$ cat config.mk
export PLATFORM = sky130hd
export DESIGN_NAME = qla_axis_top
export DESIGN_NICKNAME = d
export VERILOG_FILES = /design/src/rtl/qla_pkg.sv /design/src/rtl/axis_bus_if.sv /design/src/rtl/wb_reg_decoder.sv /design/src/rtl/axis_channel.sv /design/src/rtl/dac_serializer.sv /design/src/rtl/qla_axis_top.sv
export VERILOG_INCLUDE_DIRS = /design/src /design/src/rtl
export SDC_FILE = /design/constraint.sdc
export NUM_CORES = 1
export LEC_CHECK = 0
export BUFFER_PORTS_ARGS = -buffer_cell sky130_fd_sc_hd__buf_2
export CAP_MARGIN = 20
export CORE_MARGIN = 2
export CORE_UTILIZATION = 30
export DETAILED_ROUTE_END_ITERATION = 16
export SETUP_SLACK_MARGIN = 0.2
export SYNTH_ARGS = -nofsm -noshare
export SYNTH_HDL_FRONTEND = slang
export SYNTH_SLANG_ARGS = --single-unit
$ cat constraint.sdc
create_clock -name sysclk -period 5.5 [get_ports sysclk]
set_input_delay 1.1 -clock sysclk [delete_from_list [all_inputs] [get_ports sysclk]]
set_output_delay 1.1 -clock sysclk [all_outputs]
set_load 0.005 [all_outputs]
$ cat src/rtl/qla_macros.svh
// shared constants for the four-axis current command block
// axis count, bus widths, register offsets, safety check limits

`ifndef QLA_MACROS_SVH
`define QLA_MACROS_SVH

`define QLA_NUM_AXES      4        // fixed by the address map
`define QLA_ADDR_W        8        // [7:4] channel, [3:0] offset
`define QLA_DATA_W        32
`define QLA_CUR_W         16       // offset binary
`define QLA_CUR_ZERO      16'h8000 // zero current

// per-axis offsets, channels 1..4
`define QLA_OFF_ADC_DATA  0        // feedback, read only
`define QLA_OFF_DAC_CTRL  1        // command, read/write
// global offsets, channel 0
`define QLA_OFF_STATUS    0        // status read, flag clear write
`define QLA_OFF_DAC_LOAD  1        // start DAC transfer

`define QLA_SAFETY_MARGIN 256      // counts added to 2x command
`define QLA_SAFETY_HOLD   8        // consecutive cycles before trip

`endif

$ cat src/rtl/qla_pkg.sv
// types for the axis command block
// vector typedefs for bus and current words, DAC serializer states

`include "qla_macros.svh"

package qla_pkg;

    typedef logic [`QLA_CUR_W-1:0]  cur_word_t;  // command or feedback
    typedef logic [`QLA_DATA_W-1:0] bus_word_t;
    typedef logic [`QLA_ADDR_W-1:0] bus_addr_t;

    // address fields
    typedef logic [3:0] chan_idx_t;  // 0 = global, 1..4 = axis
    typedef logic [3:0] reg_off_t;

    // DAC serializer FSM
    typedef enum logic [1:0] {
        DAC_IDLE,    // waiting for load
        DAC_SELECT,  // pull csel low, present msb
        DAC_SHIFT,   // clock out 16 bits
        DAC_GAP      // csel high between words
    } dac_state_t;

endpackage

$ cat src/rtl/axis_bus_if.sv
// per-axis register bus
// decoder drives writes and clear, channel returns read word, command, flag

`timescale 1ns/1ps

interface axis_bus_if;
    import qla_pkg::*;

    logic      wen;       // write strobe, one cycle
    reg_off_t  offset;    // register offset, reads and writes
    bus_word_t wdata;
    logic      clear;     // drop sticky disable
    bus_word_t rdata;     // read word selected by offset
    cur_word_t cur_cmd;   // current command register
    logic      disabled;  // safety trip flag

    modport decoder (
        output wen, offset, wdata, clear,
        input  rdata, disabled
    );

    modport channel (
        input  wen, offset, wdata, clear,
        output rdata, cur_cmd, disabled
    );

    // serializer only needs the command
    modport dac (
        input  cur_cmd
    );

endinterface

$ cat src/rtl/wb_reg_decoder.sv
// wishbone classic slave for the axis registers
// ack generation, address split, per-axis write strobes, channel 0 status/load,
// read mux

`timescale 1ns/1ps
`include "qla_macros.svh"

module wb_reg_decoder (
    input  logic               sysclk,
    input  logic               reset,
    // wishbone classic
    input  logic               wb_cyc,
    input  logic               wb_stb,
    input  logic               wb_we,
    input  qla_pkg::bus_addr_t wb_adr,
    input  qla_pkg::bus_word_t wb_wdata,
    output qla_pkg::bus_word_t wb_rdata,
    output logic               wb_ack,
    // axis registers
    axis_bus_if.decoder        axes [`QLA_NUM_AXES],
    // DAC serializer
    output logic               load_req,
    input  logic               busy
);
    import qla_pkg::*;

    chan_idx_t adr_chan;
    reg_off_t  adr_off;
    logic      req_start;    // first cycle of a request
    logic      wr_stb;       // write takes effect at this edge
    logic      status_wr;
    bus_word_t axis_rdata [`QLA_NUM_AXES];
    logic [`QLA_NUM_AXES-1:0] dis_flags;
    bus_word_t status_word;
    bus_word_t rd_word;

    assign adr_chan = wb_adr[7:4];
    assign adr_off  = wb_adr[3:0];

    assign req_start = wb_cyc && wb_stb && !wb_ack;  // ack low blocks a second strobe
    assign wr_stb    = req_start && wb_we;

    // channel 0 writes
    assign status_wr = wr_stb && (adr_chan == '0) && (adr_off == reg_off_t'(`QLA_OFF_STATUS));
    assign load_req  = wr_stb && (adr_chan == '0) && (adr_off == reg_off_t'(`QLA_OFF_DAC_LOAD));

    // --------------------
    // per-axis fan out
    // --------------------
    for (genvar i = 0; i < `QLA_NUM_AXES; i++) begin : g_axis
        assign axes[i].wen    = wr_stb && (adr_chan == chan_idx_t'(i + 1));
        assign axes[i].offset = adr_off;
        assign axes[i].wdata  = wb_wdata;
        assign axes[i].clear  = status_wr && wb_wdata[i];  // bit n-1 clears axis n
        assign axis_rdata[i]  = axes[i].rdata;
        assign dis_flags[i]   = axes[i].disabled;
    end

    // busy in bit 8, trip flags in 3..0
    assign status_word = {23'd0, busy, 4'd0, dis_flags};

    // --------------------
    // read mux
    // --------------------
    always_comb begin
        rd_word = '0;  // unmapped reads give zero
        if (adr_chan == '0) begin
            if (adr_off == reg_off_t'(`QLA_OFF_STATUS)) begin
                rd_word = status_word;
            end
        end else begin
            for (int k = 0; k < `QLA_NUM_AXES; k++) begin
                if (adr_chan == chan_idx_t'(k + 1)) begin
                    rd_word = axis_rdata[k];
                end
            end
        end
    end

    // single-cycle registered ack
    always_ff @(posedge sysclk) begin
        if (reset) begin
            wb_ack <= 1'b0;
        end else begin
            wb_ack <= req_start;
        end
    end

    // read word held with ack
    always_ff @(posedge sysclk) begin
        if (req_start) begin
            wb_rdata <= rd_word;
        end
    end

endmodule

$ cat src/rtl/axis_channel.sv
// one motor axis
// command register, register read word, feedback vs command safety check

`timescale 1ns/1ps
`include "qla_macros.svh"

module axis_channel (
    input  logic               sysclk,
    input  logic               reset,
    axis_bus_if.channel        bus,
    input  qla_pkg::cur_word_t cur_fb   // from ADC
);
    import qla_pkg::*;

    localparam int CNT_W = $clog2(`QLA_SAFETY_HOLD);
    localparam logic [CNT_W-1:0] HOLD_LAST = CNT_W'(`QLA_SAFETY_HOLD - 1);

    cur_word_t              cmd_mag;    // |cmd - zero|
    cur_word_t              fb_mag;     // |fb - zero|
    logic [`QLA_CUR_W+1:0]  limit;      // 2*cmd_mag + margin, 18 bits
    logic                   excess;
    logic [CNT_W-1:0]       run_cnt;    // consecutive excess cycles

    // --------------------
    // command register
    // --------------------
    always_ff @(posedge sysclk) begin
        if (reset) begin
            bus.cur_cmd <= `QLA_CUR_ZERO;   // zero current
        end else if (bus.wen && (bus.offset == reg_off_t'(`QLA_OFF_DAC_CTRL))) begin
            bus.cur_cmd <= bus.wdata[`QLA_CUR_W-1:0];
        end
    end

    // read word by offset, zero extended
    always_comb begin
        case (bus.offset)
            reg_off_t'(`QLA_OFF_ADC_DATA): bus.rdata = bus_word_t'(cur_fb);
            reg_off_t'(`QLA_OFF_DAC_CTRL): bus.rdata = bus_word_t'(bus.cur_cmd);
            default:                       bus.rdata = '0;
        endcase
    end

    // --------------------
    // safety check
    // --------------------
    // magnitudes about mid-scale, offset binary
    assign cmd_mag = (bus.cur_cmd >= `QLA_CUR_ZERO) ? (bus.cur_cmd - `QLA_CUR_ZERO)
                                                    : (`QLA_CUR_ZERO - bus.cur_cmd);
    assign fb_mag  = (cur_fb >= `QLA_CUR_ZERO) ? (cur_fb - `QLA_CUR_ZERO)
                                               : (`QLA_CUR_ZERO - cur_fb);

    assign limit  = {1'b0, cmd_mag, 1'b0} + (`QLA_CUR_W+2)'(`QLA_SAFETY_MARGIN);
    assign excess = {2'b00, fb_mag} > limit;

    always_ff @(posedge sysclk) begin
        if (reset) begin
            run_cnt      <= '0;
            bus.disabled <= 1'b0;
        end else if (bus.clear) begin   // clear wins, run restarts
            run_cnt      <= '0;
            bus.disabled <= 1'b0;
        end else if (excess) begin
            if (run_cnt == HOLD_LAST) begin
                bus.disabled <= 1'b1;   // sticky until cleared
            end else begin
                run_cnt <= run_cnt + 1'b1;
            end
        end else begin
            run_cnt <= '0;              // run broken
        end
    end

endmodule

$ cat src/rtl/dac_serializer.sv
// serial DAC driver for the four axis commands
// load snapshot, single pending request, msb-first shift in csel frames

`timescale 1ns/1ps
`include "qla_macros.svh"

module dac_serializer (
    input  logic        sysclk,
    input  logic        reset,
    axis_bus_if.dac     axes [`QLA_NUM_AXES],
    input  logic        load_req,   // one-cycle pulse
    output logic        busy,
    output logic        dac_sclk,
    output logic        dac_mosi,
    output logic        dac_csel    // active low
);
    import qla_pkg::*;

    localparam int AXIS_W = $clog2(`QLA_NUM_AXES);
    localparam int BIT_W  = $clog2(`QLA_CUR_W);
    localparam logic [AXIS_W-1:0] LAST_AXIS = AXIS_W'(`QLA_NUM_AXES - 1);
    localparam logic [BIT_W-1:0]  LAST_BIT  = BIT_W'(`QLA_CUR_W - 1);

    dac_state_t        state;
    logic              pending;     // load seen while busy
    logic              start;
    cur_word_t         cmd_now  [`QLA_NUM_AXES];
    cur_word_t         snapshot [`QLA_NUM_AXES];
    cur_word_t         shreg;
    logic [AXIS_W-1:0] axis_cnt;
    logic [BIT_W-1:0]  bit_cnt;

    for (genvar i = 0; i < `QLA_NUM_AXES; i++) begin : g_cmd
        assign cmd_now[i] = axes[i].cur_cmd;
    end

    assign start = (state == DAC_IDLE) && (load_req || pending);
    assign busy  = (state != DAC_IDLE) || pending;

    // extra requests while busy merge into one
    always_ff @(posedge sysclk) begin
        if (reset) begin
            pending <= 1'b0;
        end else if (start) begin
            pending <= 1'b0;
        end else if (load_req) begin
            pending <= 1'b1;
        end
    end

    // --------------------
    // frame FSM
    // --------------------
    always_ff @(posedge sysclk) begin
        if (reset) begin
            state    <= DAC_IDLE;
            axis_cnt <= '0;
            bit_cnt  <= '0;
            dac_sclk <= 1'b0;
            dac_mosi <= 1'b0;
            dac_csel <= 1'b1;
        end else begin
            case (state)
                DAC_IDLE: begin
                    if (start) begin
                        axis_cnt <= '0;
                        state    <= DAC_SELECT;
                    end
                end
                DAC_SELECT: begin
                    dac_csel <= 1'b0;
                    dac_sclk <= 1'b0;
                    dac_mosi <= snapshot[axis_cnt][`QLA_CUR_W-1];  // msb first
                    bit_cnt  <= '0;
                    state    <= DAC_SHIFT;
                end
                DAC_SHIFT: begin
                    dac_sclk <= ~dac_sclk;  // sysclk / 2
                    if (dac_sclk) begin     // falling edge, next bit
                        if (bit_cnt == LAST_BIT) begin
                            dac_csel <= 1'b1;
                            state    <= DAC_GAP;
                        end else begin
                            dac_mosi <= shreg[`QLA_CUR_W-2];
                            bit_cnt  <= bit_cnt + 1'b1;
                        end
                    end
                end
                DAC_GAP: begin              // csel high here and in SELECT
                    if (axis_cnt == LAST_AXIS) begin
                        state <= DAC_IDLE;
                    end else begin
                        axis_cnt <= axis_cnt + 1'b1;
                        state    <= DAC_SELECT;
                    end
                end
                default: state <= DAC_IDLE;
            endcase
        end
    end

    // snapshot and shift data
    always_ff @(posedge sysclk) begin
        if (start) begin
            snapshot <= cmd_now;
        end
        if (state == DAC_SELECT) begin
            shreg <= snapshot[axis_cnt];
        end else if ((state == DAC_SHIFT) && dac_sclk) begin
            shreg <= {shreg[`QLA_CUR_W-2:0], 1'b0};
        end
    end

endmodule

$ cat src/rtl/qla_axis_top.sv
// top level of the four-axis current command block
// wishbone decoder, four axis channels, DAC serializer

`timescale 1ns/1ps
`include "qla_macros.svh"

module qla_axis_top (
    input  logic                                      sysclk,
    input  logic                                      reset,
    // wishbone classic slave
    input  logic                                      wb_cyc,
    input  logic                                      wb_stb,
    input  logic                                      wb_we,
    input  qla_pkg::bus_addr_t                        wb_adr,
    input  qla_pkg::bus_word_t                        wb_wdata,
    output qla_pkg::bus_word_t                        wb_rdata,
    output logic                                      wb_ack,
    // ADC feedback, [0] is axis 1
    input  qla_pkg::cur_word_t [`QLA_NUM_AXES-1:0]    cur_fb,
    output logic [`QLA_NUM_AXES-1:0]                  amp_disable,
    // serial DAC
    output logic                                      dac_sclk,
    output logic                                      dac_mosi,
    output logic                                      dac_csel
);

    logic load_req;  // decoder to serializer
    logic busy;

    axis_bus_if axes [`QLA_NUM_AXES] ();

    wb_reg_decoder wb_reg_decoder_inst (
        .sysclk   (sysclk),
        .reset    (reset),
        .wb_cyc   (wb_cyc),
        .wb_stb   (wb_stb),
        .wb_we    (wb_we),
        .wb_adr   (wb_adr),
        .wb_wdata (wb_wdata),
        .wb_rdata (wb_rdata),
        .wb_ack   (wb_ack),
        .axes     (axes),
        .load_req (load_req),
        .busy     (busy)
    );

    // --------------------
    // axis channels
    // --------------------
    for (genvar i = 0; i < `QLA_NUM_AXES; i++) begin : g_chan
        axis_channel axis_channel_inst (
            .sysclk (sysclk),
            .reset  (reset),
            .bus    (axes[i]),
            .cur_fb (cur_fb[i])
        );
        assign amp_disable[i] = axes[i].disabled;  // trip flag to amp
    end

    dac_serializer dac_serializer_inst (
        .sysclk   (sysclk),
        .reset    (reset),
        .axes     (axes),
        .load_req (load_req),
        .busy     (busy),
        .dac_sclk (dac_sclk),
        .dac_mosi (dac_mosi),
        .dac_csel (dac_csel)
    );

endmodule

==> results of run 1 <==
-- kinds of logic (layout without fill, tap and decap cells) --
group / count (synthesis) / in the layout
AND/OR/NAND/NOR: 497 / 497
AO/OA/AOI/OAI: 334 / 334
flip-flops: 188 / 188
buffers and inverters: 159 / 209
XOR/XNOR: 130 / 130
adder cells (fa/ha/maj): 86 / 86
multiplexers: 49 / 49
other: 1 / 16
-- path summary, 6_finish.rpt --
kind / slack [ps] / end / cells past startpoint
worst max-delay path: 750 / g_chan[2].axis_channel_inst.run_cnt[0] / 17
worst min-delay path: 480 / wb_reg_decoder_inst.wb_ack / 1
worst max register to register: 750 / g_chan[2].axis_channel_inst.run_cnt[0] / 17
worst min register to register: 480 / wb_reg_decoder_inst.wb_ack / 1
-- per-layer routing --
| layer | up-vias | share of wire, % |
|---|---|---|
| met5 | - | 0 |
| met4 | 0 | 4.6 |
| met3 | 77 | 6.4 |
| met2 | 418 | 48 |
| met1 | 5458 | 41 |
| li1 | 5347 | - |
-- power groups by stage --
| stage | Combinational [uW] | Sequential [uW] | Clock (uW) |
|---|---|---|---|
| after floorplan | 261 | 1540 | 0 |
| after global placement | 401 | 1540 | 0 |
| after detailed placement | 416 | 1540 | 0 |
| after CTS | 418 | 1510 | 1210 |
| after global routing | 464 | 1510 | 1260 |
| final | 417 | 1510 | 1200 |
-- per-stage QoR --
stage | area, um^2 | hold WS (ps) | worst slack [ps] | total power, uW
floorplan | 13000 | 403 | 1220 | 1800
global placement | 13900 | 455 | 857 | 1940
detailed placement | 13900 | 459 | 823 | 1960
CTS | 14500 | 484 | 771 | 3140
global route | 14500 | 511 | 354 | 3240
finish | 14500 | 480 | 750 | 3130
-- cell usage after synthesis (all sizes together), types with 30 or more instances --
library cell	count
nor2	110
o21ai	35
ha	86
xor2	70
edfxtp	95
clkbuf	67
dfxtp	93
nor3	65
buf	44
a21oi	127
nor4	30
inv	48
nand2	178
xnor2	60
-- layout make-up --
cell class                      count  share of cell area, %
Multi-Input combinational cell   1112                   52.6
Sequential cell                   188                   32.5
Tap cell                          585                   5.05
Timing Repair Buffer              129                   4.77
Clock buffer                       20                   3.08
Inverter                           48                   1.24
Clock inverter                     12                  0.777
-- state kept, by name, summed over array words and instances (netlist names), 2 cells and up --
register                               count
dac_serializer_inst.axis_cnt               2
dac_serializer_inst.bit_cnt                4
dac_serializer_inst.shreg                 15
dac_serializer_inst.snapshot              64
dac_serializer_inst.state                  2
g_chan.axis_channel_inst.bus.cur_cmd      64
g_chan.axis_channel_inst.bus.disabled      4
g_chan.axis_channel_inst.run_cnt          12
wb_reg_decoder_inst.wb_rdata              16
==> flow_metrics.env, run 1 <==
export IMPL_status="completed"
export IMPL_dp_cells=2062
export IMPL_synth_top_cell_by_area="edfxtp_1"
export IMPL_skew_ps=11.9
export IMPL_cpPeakStageDelay_ps=640
export IMPL_final_hold_viol_count=0
export IMPL_crit_buf_inv=2
export IMPL_slew_violations=0
export IMPL_p_comb_share_pct=13.3
export IMPL_synth_area_um2=13000
export IMPL_fp_dieH_um=212
export IMPL_start_util_pct=30.2
export IMPL_ys_ff_latch=188
export IMPL_synth_top_family_by_area="simple AND/OR/NAND/NOR gates"
export IMPL_io_buffers=116
export IMPL_crit_arrival_ps=5050
export IMPL_setup_worst_path_class="reg2reg"
export IMPL_die_w_um=212
export IMPL_pwr_density_cell_nw_per_um2=216
export IMPL_muxShareOfSynthArea_pct=5.46
export IMPL_synth_area_leaders="edfxtp_1, dfxtp_1, ha_1, nand2_1, a21oi_1"
export IMPL_drc=0
export IMPL_diodes=0
export IMPL_ir_worst_vdd_mv=0.201
export IMPL_power_share_clock_pct=38.4
export IMPL_grt_pass1_wl_um=62700
export IMPL_rows=76
export IMPL_synth_warning_count=0
export IMPL_n_fill_cell=4432
export IMPL_power_leakage_uw=0.00489
export IMPL_clock_sinks=188
export IMPL_drtPass1Iterations=5
export IMPL_worst_path_max_delay_cell="nor3b_1"
export IMPL_cts_tree="yes"
export IMPL_maxCapViolCount=0
export IMPL_syn_avg_cell_area_um2=8.98
export IMPL_top_usage_layer="met2"
export IMPL_setup_viol=0
export IMPL_netlist_instances=1444
export IMPL_clk_pin_slew_worst_paths_ps=70
export IMPL_synth_top_flop_cell="edfxtp_1"
export IMPL_vias_per_cell=5.40
export IMPL_slew_headroom_pct=34.8
export IMPL_vias=11300
export IMPL_post_cts_setup_buffers=0
export IMPL_critPathRequiredTime_ps=5800
export IMPL_intPower_uw=2300
export IMPL_start_kind="flop"
export IMPL_area_growth_pct=11.8
export IMPL_period_share_pct=86.4
export IMPL_cts_resized=0
export IMPL_clock_latency_ps=440
export IMPL_grt_setup_unrepaired="false"
export IMPL_synth_simple_area_share_pct=18.8
export IMPL_grt_max_degree=60
export IMPL_register_area_um2=4710
export IMPL_use_met2_pct=30.7
export IMPL_synth_compound_area_share_pct=16.7
export IMPL_grt_pass1_vias=10600
export IMPL_totalWireLength_um=41500
export IMPL_layout_min_cycle_time_ps=4750
export IMPL_hp_start="wb_reg_decoder_inst.wb_ack"
export IMPL_place_congestion=0.934
export IMPL_drive_gt1_share_pct=14.0
export IMPL_nets=1691
export IMPL_die_area_um2=44900
export IMPL_hp_class="reg2reg"
export IMPL_crit_chain="inv_1 > ha_1 > nor3b_1 > and2_1 > nor2_1 > xnor2_1 > ha_1 > inv_1 > nor4_1 > xnor2_1 > ha_1 > nand4_1 > or4_1 > o41ai_1 > a31oi_1 > o41ai_1 > nor3_1"
export IMPL_cpMostUsedCell="ha_1"
export IMPL_cts_htree_levels=4
export IMPL_synth_top_area_share_pct=22.0
export IMPL_hold_buffers=0
export IMPL_worstPathMaxFanout=10
export IMPL_layout_common_cells="nand2_1, a21oi_1, buf_2, nor2_1, edfxtp_1"
export IMPL_p_switching_uw=830
export IMPL_grtUsageTotal_pct=18.5
export IMPL_antenna_found_initial=1
export IMPL_synth_adder_area_share_pct=8.30
export IMPL_postRouteAntennaNets=0
export IMPL_cts_root_buf="clkbuf_16"
export IMPL_crit_family="simple AND/OR/NAND/NOR gates"
export IMPL_p_seq_share_pct=48.2
export IMPL_postLayoutCoreUtil_pct=33.8
export IMPL_multi_input_area_um2=7620
export IMPL_worstReg2RegStart="g_chan[2].axis_channel_inst.bus.cur_cmd[1]"
export IMPL_yosysSeqAreaShare_pct=36.4
export IMPL_max_freq_ghz=0.211
export IMPL_overflow=0
export IMPL_synth_cell_type_count=72
export IMPL_synth_edf_count=95
export IMPL_post_drt_wl_per_cell_um=19.8
export IMPL_synthXorXnorAreaFrac_pct=8.78
export IMPL_tns_ps=0
export IMPL_coreArea_um2=42900
export IMPL_async_flop_share_pct=0
export IMPL_cts_made_buffers=17
export IMPL_final_cells=2094
export IMPL_tightest_slew_ps=977
export IMPL_clk_path_buf_depth=2
export IMPL_layout_commonest_cell="nand2_1"
export IMPL_swShare_pct=26.5
export IMPL_endpoint_kind="flop"
export IMPL_hpwl_um=31600
export IMPL_drt_iter0_drc=1042
export IMPL_met1_usage_pct=23.5
export IMPL_startpoint="g_chan[2].axis_channel_inst.bus.cur_cmd[1]"
export IMPL_io_pins=149
export IMPL_met3_usage_pct=3.41
(Power assumes the default switching activity.)
==> run 2, diff against run 1 <==
==> constraint.sdc (replaced) <==
create_clock -name sysclk -period 4.15 [get_ports sysclk]
set_input_delay 0.83 -clock sysclk [delete_from_list [all_inputs] [get_ports sysclk]]
set_output_delay 0.83 -clock sysclk [all_outputs]
set_load 0.005 [all_outputs]
==> flow_metrics.env, run 2 (synthesis gave the netlist of run 1 again) <==
export IMPL_vias_per_cell=5.42
export IMPL_multi_input_area_um2=7790
export IMPL_layout_common_cells="nand2_1, a21oi_1, buf_2, nor2_1, edfxtp_1"
export IMPL_pwr_density_cell_nw_per_um2=280
export IMPL_clk_pin_slew_worst_paths_ps=80
export IMPL_setup_slack_ps=394
export IMPL_hp_start="g_chan[3].axis_channel_inst.bus.disabled"
export IMPL_slew_headroom_pct=35.5
export IMPL_r2r_slack_ps=390
export IMPL_hpwl_um=33700
export IMPL_ir_worst_vdd_mv=0.277
export IMPL_clock_latency_ps=440
export IMPL_cpPeakStageDelay_ps=570
export IMPL_area_growth_pct=17.1
export IMPL_worst_path_max_delay_cell="or4_4"
export IMPL_setup_worst_path_class="reg2reg"
export IMPL_register_area_um2=4710
export IMPL_die_w_um=212
export IMPL_min_to="g_chan[3].axis_channel_inst.bus.disabled"
export IMPL_postRouteAntennaNets=0
export IMPL_n_fill_cell=4326
export IMPL_layout_commonest_cell="nand2_1"
export IMPL_crit_chain="inv_1 > ha_1 > nor3b_2 > buf_4 > a311oi_4 > o22ai_4 > nor3_4 > o311ai_2 > xnor2_1 > ha_1 > nand2_1 > or4_4 > o41ai_4 > buf_4 > a31oi_1 > o41ai_2 > o31ai_1"
export IMPL_io_pins=149
export IMPL_grt_setup_unrepaired="false"
export IMPL_hp_class="reg2reg"
export IMPL_drt_iter0_drc=1019
export IMPL_die_area_um2=44900
export IMPL_start_kind="flop"
export IMPL_hold_buffers=0
export IMPL_layout_min_cycle_time_ps=3760
export IMPL_nets=1752
export IMPL_start_util_pct=30.2
export IMPL_grtUsageTotal_pct=19.4
export IMPL_totalWireLength_um=43700
export IMPL_endpoint_kind="flop"
export IMPL_critPathRequiredTime_ps=4470
export IMPL_total_power_uw=4250
export IMPL_worstReg2RegStart="g_chan[2].axis_channel_inst.bus.cur_cmd[0]"
export IMPL_place_ws_ps=-8.83
export IMPL_antenna_found_initial=1
export IMPL_slew_violations=0
export IMPL_drtPass1Iterations=6
export IMPL_fp_dieH_um=212
export IMPL_power_leakage_uw=0.00528
export IMPL_final_hold_viol_count=0
export IMPL_grt_max_degree=38
export IMPL_post_drt_wl_per_cell_um=20.3
export IMPL_overflow=0
export IMPL_clk_path_buf_depth=2
export IMPL_maxCapViolCount=0
export IMPL_drc=0
export IMPL_crit_arrival_ps=4070
export IMPL_coreArea_um2=42900
export IMPL_status="completed"
export IMPL_max_freq_ghz=0.266
export IMPL_clock_sinks=188
export IMPL_vias=11700
export IMPL_skew_ps=10.0
export IMPL_cts_htree_levels=4
export IMPL_grt_pass1_vias=11000
export IMPL_grt_pass1_wl_um=65600
export IMPL_setup_viol=0
export IMPL_drive_gt1_share_pct=18.7
export IMPL_diodes=0
export IMPL_tightest_slew_ps=967
export IMPL_cts_made_buffers=17
export IMPL_r2r_end="g_chan[2].axis_channel_inst.bus.disabled"
export IMPL_reg2reg_depth=17
export IMPL_period_share_pct=90.5
export IMPL_cts_tree="yes"
export IMPL_worstHoldPathCells=2
export IMPL_io_buffers=116
export IMPL_top_regs="dac_serializer_inst.snapshot (64), g_chan.axis_channel_inst.bus.cur_cmd (64), wb_reg_decoder_inst.wb_rdata (16)"
export IMPL_place_congestion=0.897
export IMPL_rows=76
export IMPL_worstPathMaxFanout=5
export IMPL_cts_root_buf="clkbuf_16"
## run 2: changes by cell type in the layout (fill, tap and decap cells not counted), moves of 2 or more
cell      before  now
nor4_2         7   13
nor4_1        20   13
a311oi_1       2    0
o41ai_1        3    1
clkinv_2       3    0
xnor2_1       60   58
nor2_1       110  108
inv_8          1    6
clkinv_8       0    2
xnor2_2        0    2
nor2_2         0    2
buf_4         12   72
## run 2: how the worst max path moves through the flow
stage                                                          start                                        to  slack (ps)
after floorplan           g_chan[2].axis_channel_inst.bus.cur_cmd[0]  g_chan[2].axis_channel_inst.bus.disabled         260
after global placement                                    cur_fb[37]  g_chan[2].axis_channel_inst.bus.disabled          20
after detailed placement                                  cur_fb[37]    g_chan[2].axis_channel_inst.run_cnt[0]          -9
after CTS                 g_chan[2].axis_channel_inst.bus.cur_cmd[0]    g_chan[2].axis_channel_inst.run_cnt[0]         200
after global routing      g_chan[2].axis_channel_inst.bus.cur_cmd[0]    g_chan[2].axis_channel_inst.run_cnt[0]         170
final                     g_chan[2].axis_channel_inst.bus.cur_cmd[0]  g_chan[2].axis_channel_inst.bus.disabled         390
## run 2: critical path: cells and delay by family (launching register included)
kind                     cells  cell delay, ps
flip-flops                   1             340
adder cells (fa/ha/maj)      2             500
AND/OR/NAND/NOR              4            1050
AO/OA/AOI/OAI                7            1170
XOR/XNOR                     1             170
buffers and inverters        3             380
## run 2: cell type report
class                           instances  share of cell area, %
Multi-Input combinational cell       1112                   51.3
Sequential cell                       188                   31.1
Timing Repair Buffer                  190                   7.65
Tap cell                              585                   4.82
Clock buffer                           18                   2.83
Inverter                               48                   1.19
Clock inverter                         14                   1.13
## run 2: where the power goes
part | internal [uW] | total (uW) | leakage, uW | switching [uW]
Combinational | 224 | 570 | 0.00351 | 346
Clock | 868 | 1680 | 0.000288 | 808
Sequential | 1990 | 2000 | 0.00148 | 17.6
## run 2: per-stage QoR
| stage | cell area (um^2) | setup TNS [ps] | cells | hold WS (ps) | utilization (%) |
|---|---|---|---|---|---|
| 2_1_floorplan | 13000 | 0 | 1459 | 403 | - |
| 3_3_place_gp | 14400 | 0 | 2116 | 459 | 33.5 |
| 3_5_place_dp | 14400 | -21.8 | 2116 | 468 | 33.5 |
| 4_1_cts | 15000 | 0 | 2150 | 485 | 35.0 |
| 5_1_grt | 15200 | 0 | 2155 | 505 | 35.4 |
| 6_report | 15200 | 0 | 2155 | 481 | 35.4 |
## run 2: per-layer routing
| metal | routed length [um] | track usage, % | vias up |
|---|---|---|---|
| li1 | - | - | 5480 |
| met1 | 18200 | 24.9 | 5637 |
| met2 | 20400 | 31.8 | 465 |
| met3 | 3010 | 3.12 | 98 |
| met4 | 2190 | 9.32 | 0 |
| met5 | 0 | 0 | - |
## run 2: timing repair
| item | CTS | global route |
|---|---|---|
| resized for setup | 4 | 23 |
| endpoints found under the hold margin | 0 | 0 |
| pin swaps | 1 | 9 |
| setup endpoints to repair | 4 | 16 |
| buffers inserted | 2 | 5 |
==> run 3, diff against run 2 <==
--- a/config.mk
+++ b/config.mk
@@ -11,6 +11,7 @@
 export CORE_MARGIN = 2
 export CORE_UTILIZATION = 30
 export DETAILED_ROUTE_END_ITERATION = 16
+export RECOVER_POWER = 50
 export SETUP_SLACK_MARGIN = 0.2
 export SYNTH_ARGS = -nofsm -noshare
 export SYNTH_HDL_FRONTEND = slang
==> flow_metrics.env, run 3 (synthesis gave the netlist of run 1 again) <==
export IMPL_status="finished with violations"
export IMPL_violations="max-capacitance violations, max-slew violations"
export IMPL_nets=1752
export IMPL_postRouteAntennaNets=0
export IMPL_power_leakage_uw=0.00508
export IMPL_min_to="g_chan[3].axis_channel_inst.bus.disabled"
export IMPL_place_congestion=0.897
export IMPL_skew_ps=10.7
export IMPL_io_buffers=116
export IMPL_critPathRequiredTime_ps=4460
export IMPL_drtPass1Iterations=5
export IMPL_drt_iter0_drc=1005
export IMPL_cpPeakStageDelay_ps=570
export IMPL_rows=76
export IMPL_io_pins=149
export IMPL_totalWireLength_um=43700
export IMPL_clock_sinks=188
export IMPL_start_kind="flop"
export IMPL_crit_chain="inv_1 > ha_1 > nor3b_2 > buf_4 > a311oi_4 > o22ai_4 > nor3_4 > o311ai_2 > xnor2_1 > ha_1 > nand2_1 > or4_4 > o41ai_4 > buf_4 > a31oi_1 > o41ai_2 > o31ai_1"
export IMPL_start_util_pct=30.2
export IMPL_die_area_um2=44900
export IMPL_r2r_slack_ps=390
export IMPL_hold_buffers=0
export IMPL_drive_gt1_share_pct=15.4
export IMPL_die_w_um=212
export IMPL_place_ws_ps=-8.83
export IMPL_setup_viol=0
export IMPL_slew_violations=38
export IMPL_cts_root_buf="clkbuf_16"
export IMPL_worstPathMaxFanout=5
export IMPL_vias_per_cell=5.42
export IMPL_worstReg2RegStart="g_chan[2].axis_channel_inst.bus.cur_cmd[0]"
export IMPL_intPower_uw=3070
export IMPL_endpoint_kind="flop"
export IMPL_cts_htree_levels=4
export IMPL_r2r_end="g_chan[2].axis_channel_inst.bus.disabled"
export IMPL_postLayoutCoreUtil_pct=35.1
export IMPL_top_regs="dac_serializer_inst.snapshot (64), g_chan.axis_channel_inst.bus.cur_cmd (64), wb_reg_decoder_inst.wb_rdata (16)"
export IMPL_multi_input_area_um2=7790
export IMPL_cts_made_buffers=17
export IMPL_power_share_clock_pct=39.5
export IMPL_cts_tree="yes"
export IMPL_reg2reg_depth=17
export IMPL_fin_hold_ws_ps=485
export IMPL_overflow=0
export IMPL_p_switching_uw=1170
export IMPL_grt_pass1_wl_um=65600
export IMPL_maxCapViolCount=1
export IMPL_setup_slack_ps=393
export IMPL_setup_worst_path_class="reg2reg"
export IMPL_clk_pin_slew_worst_paths_ps=80
export IMPL_hp_start="g_chan[3].axis_channel_inst.bus.disabled"
export IMPL_fp_dieH_um=212
export IMPL_hp_class="reg2reg"
export IMPL_swShare_pct=27.6
export IMPL_max_freq_ghz=0.266
export IMPL_coreArea_um2=42900
export IMPL_crit_arrival_ps=4070
export IMPL_p_seq_share_pct=47.2
export IMPL_design_area_um2=15000
export IMPL_ir_worst_vdd_mv=0.276
export IMPL_clk_path_buf_depth=2
export IMPL_slew_headroom_pct=-19.1
export IMPL_dpl_cell_area_um2=14400
export IMPL_area_growth_pct=16.0
export IMPL_tightest_slew_ps=1790
export IMPL_grtUsageTotal_pct=19.4
export IMPL_pwr_density_cell_nw_per_um2=282
export IMPL_worst_path_max_delay_cell="or4_4"
export IMPL_final_hold_viol_count=0
export IMPL_diodes=0
export IMPL_period_share_pct=90.5
export IMPL_n_fill_cell=4368
export IMPL_clock_latency_ps=440
export IMPL_total_power_uw=4240
export IMPL_post_drt_wl_per_cell_um=20.3
export IMPL_hpwl_um=33700
export IMPL_layout_commonest_cell="nand2_1"
export IMPL_drc=0
export IMPL_layout_common_cells="nand2_1, a21oi_1, nor2_1, edfxtp_1, buf_2"
export IMPL_grt_max_degree=38
export IMPL_p_comb_share_pct=13.3
export IMPL_grt_setup_unrepaired="false"
export IMPL_register_area_um2=4710
export IMPL_vias=11700
export IMPL_antenna_found_initial=1
export IMPL_grt_pass1_vias=11000
export IMPL_worstHoldPathCells=2
export IMPL_layout_min_cycle_time_ps=3760
==> run 3: layout make-up <==
cell class | count | share of cell area (%)
multi-input combinational | 1112 | 51.8
clock inverter | 14 | 1.14
inverter | 48 | 1.20
tap | 585 | 4.87
sequential | 188 | 31.4
timing repair buffer | 190 | 6.81
clock buffer | 18 | 2.85
==> run 3: through the flow <==
stage / std cells / TNS, ps
after detailed placement: 2116 / -21.8
after floorplan: 1459 / 0
after global routing: 2155 / 0
after CTS: 2150 / 0
final: 2155 / 0
after global placement: 2116 / 0
==> run 3: power by group through the flow <==
stage,registers [uW],clock network (uW),logic (uW)
global placement,2040,0,543
global route,2010,1770,629
finish,2000,1670,565
floorplan,2040,0,347
CTS,2000,1690,565
detailed placement,2050,0,562
==> run 3: per-layer routing <==
layer  track usage (%)  share of wire, %  up-vias
li1                  -                 -     5478
met1              24.9                41     5631
met2              31.8                46      479
met3              3.12               7.3       94
met4              9.32               5.1        0
met5                 0                 0        -
==> run 3: critical path: cells and delay by family (launching register included) <==
kind            cells  cell delay [ps]
simple gates        4             1050
xor+xnor            1              170
flops               1              340
compound gates      7             1160
fa+ha+maj           2              500
buf+inv             3              390
==> run 3: worst max-delay path by stage <==
stage	cells after the start	startpoint	end	slack [ps]
2_1_floorplan	18	g_chan[2].axis_channel_inst.bus.cur_cmd[0]	g_chan[2].axis_channel_inst.bus.disabled	260
3_3_place_gp	15	cur_fb[37]	g_chan[2].axis_channel_inst.bus.disabled	20
3_5_place_dp	15	cur_fb[37]	g_chan[2].axis_channel_inst.run_cnt[0]	-9
4_1_cts	17	g_chan[2].axis_channel_inst.bus.cur_cmd[0]	g_chan[2].axis_channel_inst.run_cnt[0]	200
5_1_grt	14	g_chan[0].axis_channel_inst.bus.cur_cmd[0]	g_chan[0].axis_channel_inst.bus.disabled	140
6_report	17	g_chan[2].axis_channel_inst.bus.cur_cmd[0]	g_chan[2].axis_channel_inst.bus.disabled	390
==> run 3: timing repair <==
| item | 4_1_cts | 5_1_grt |
|---|---|---|
| gates resized for setup | 4 | 23 |
| pin swaps | 1 | 9 |
| endpoints found under the hold margin | 0 | 0 |
| setup endpoints to repair | 4 | 16 |
| setup buffers | 2 | 5 |
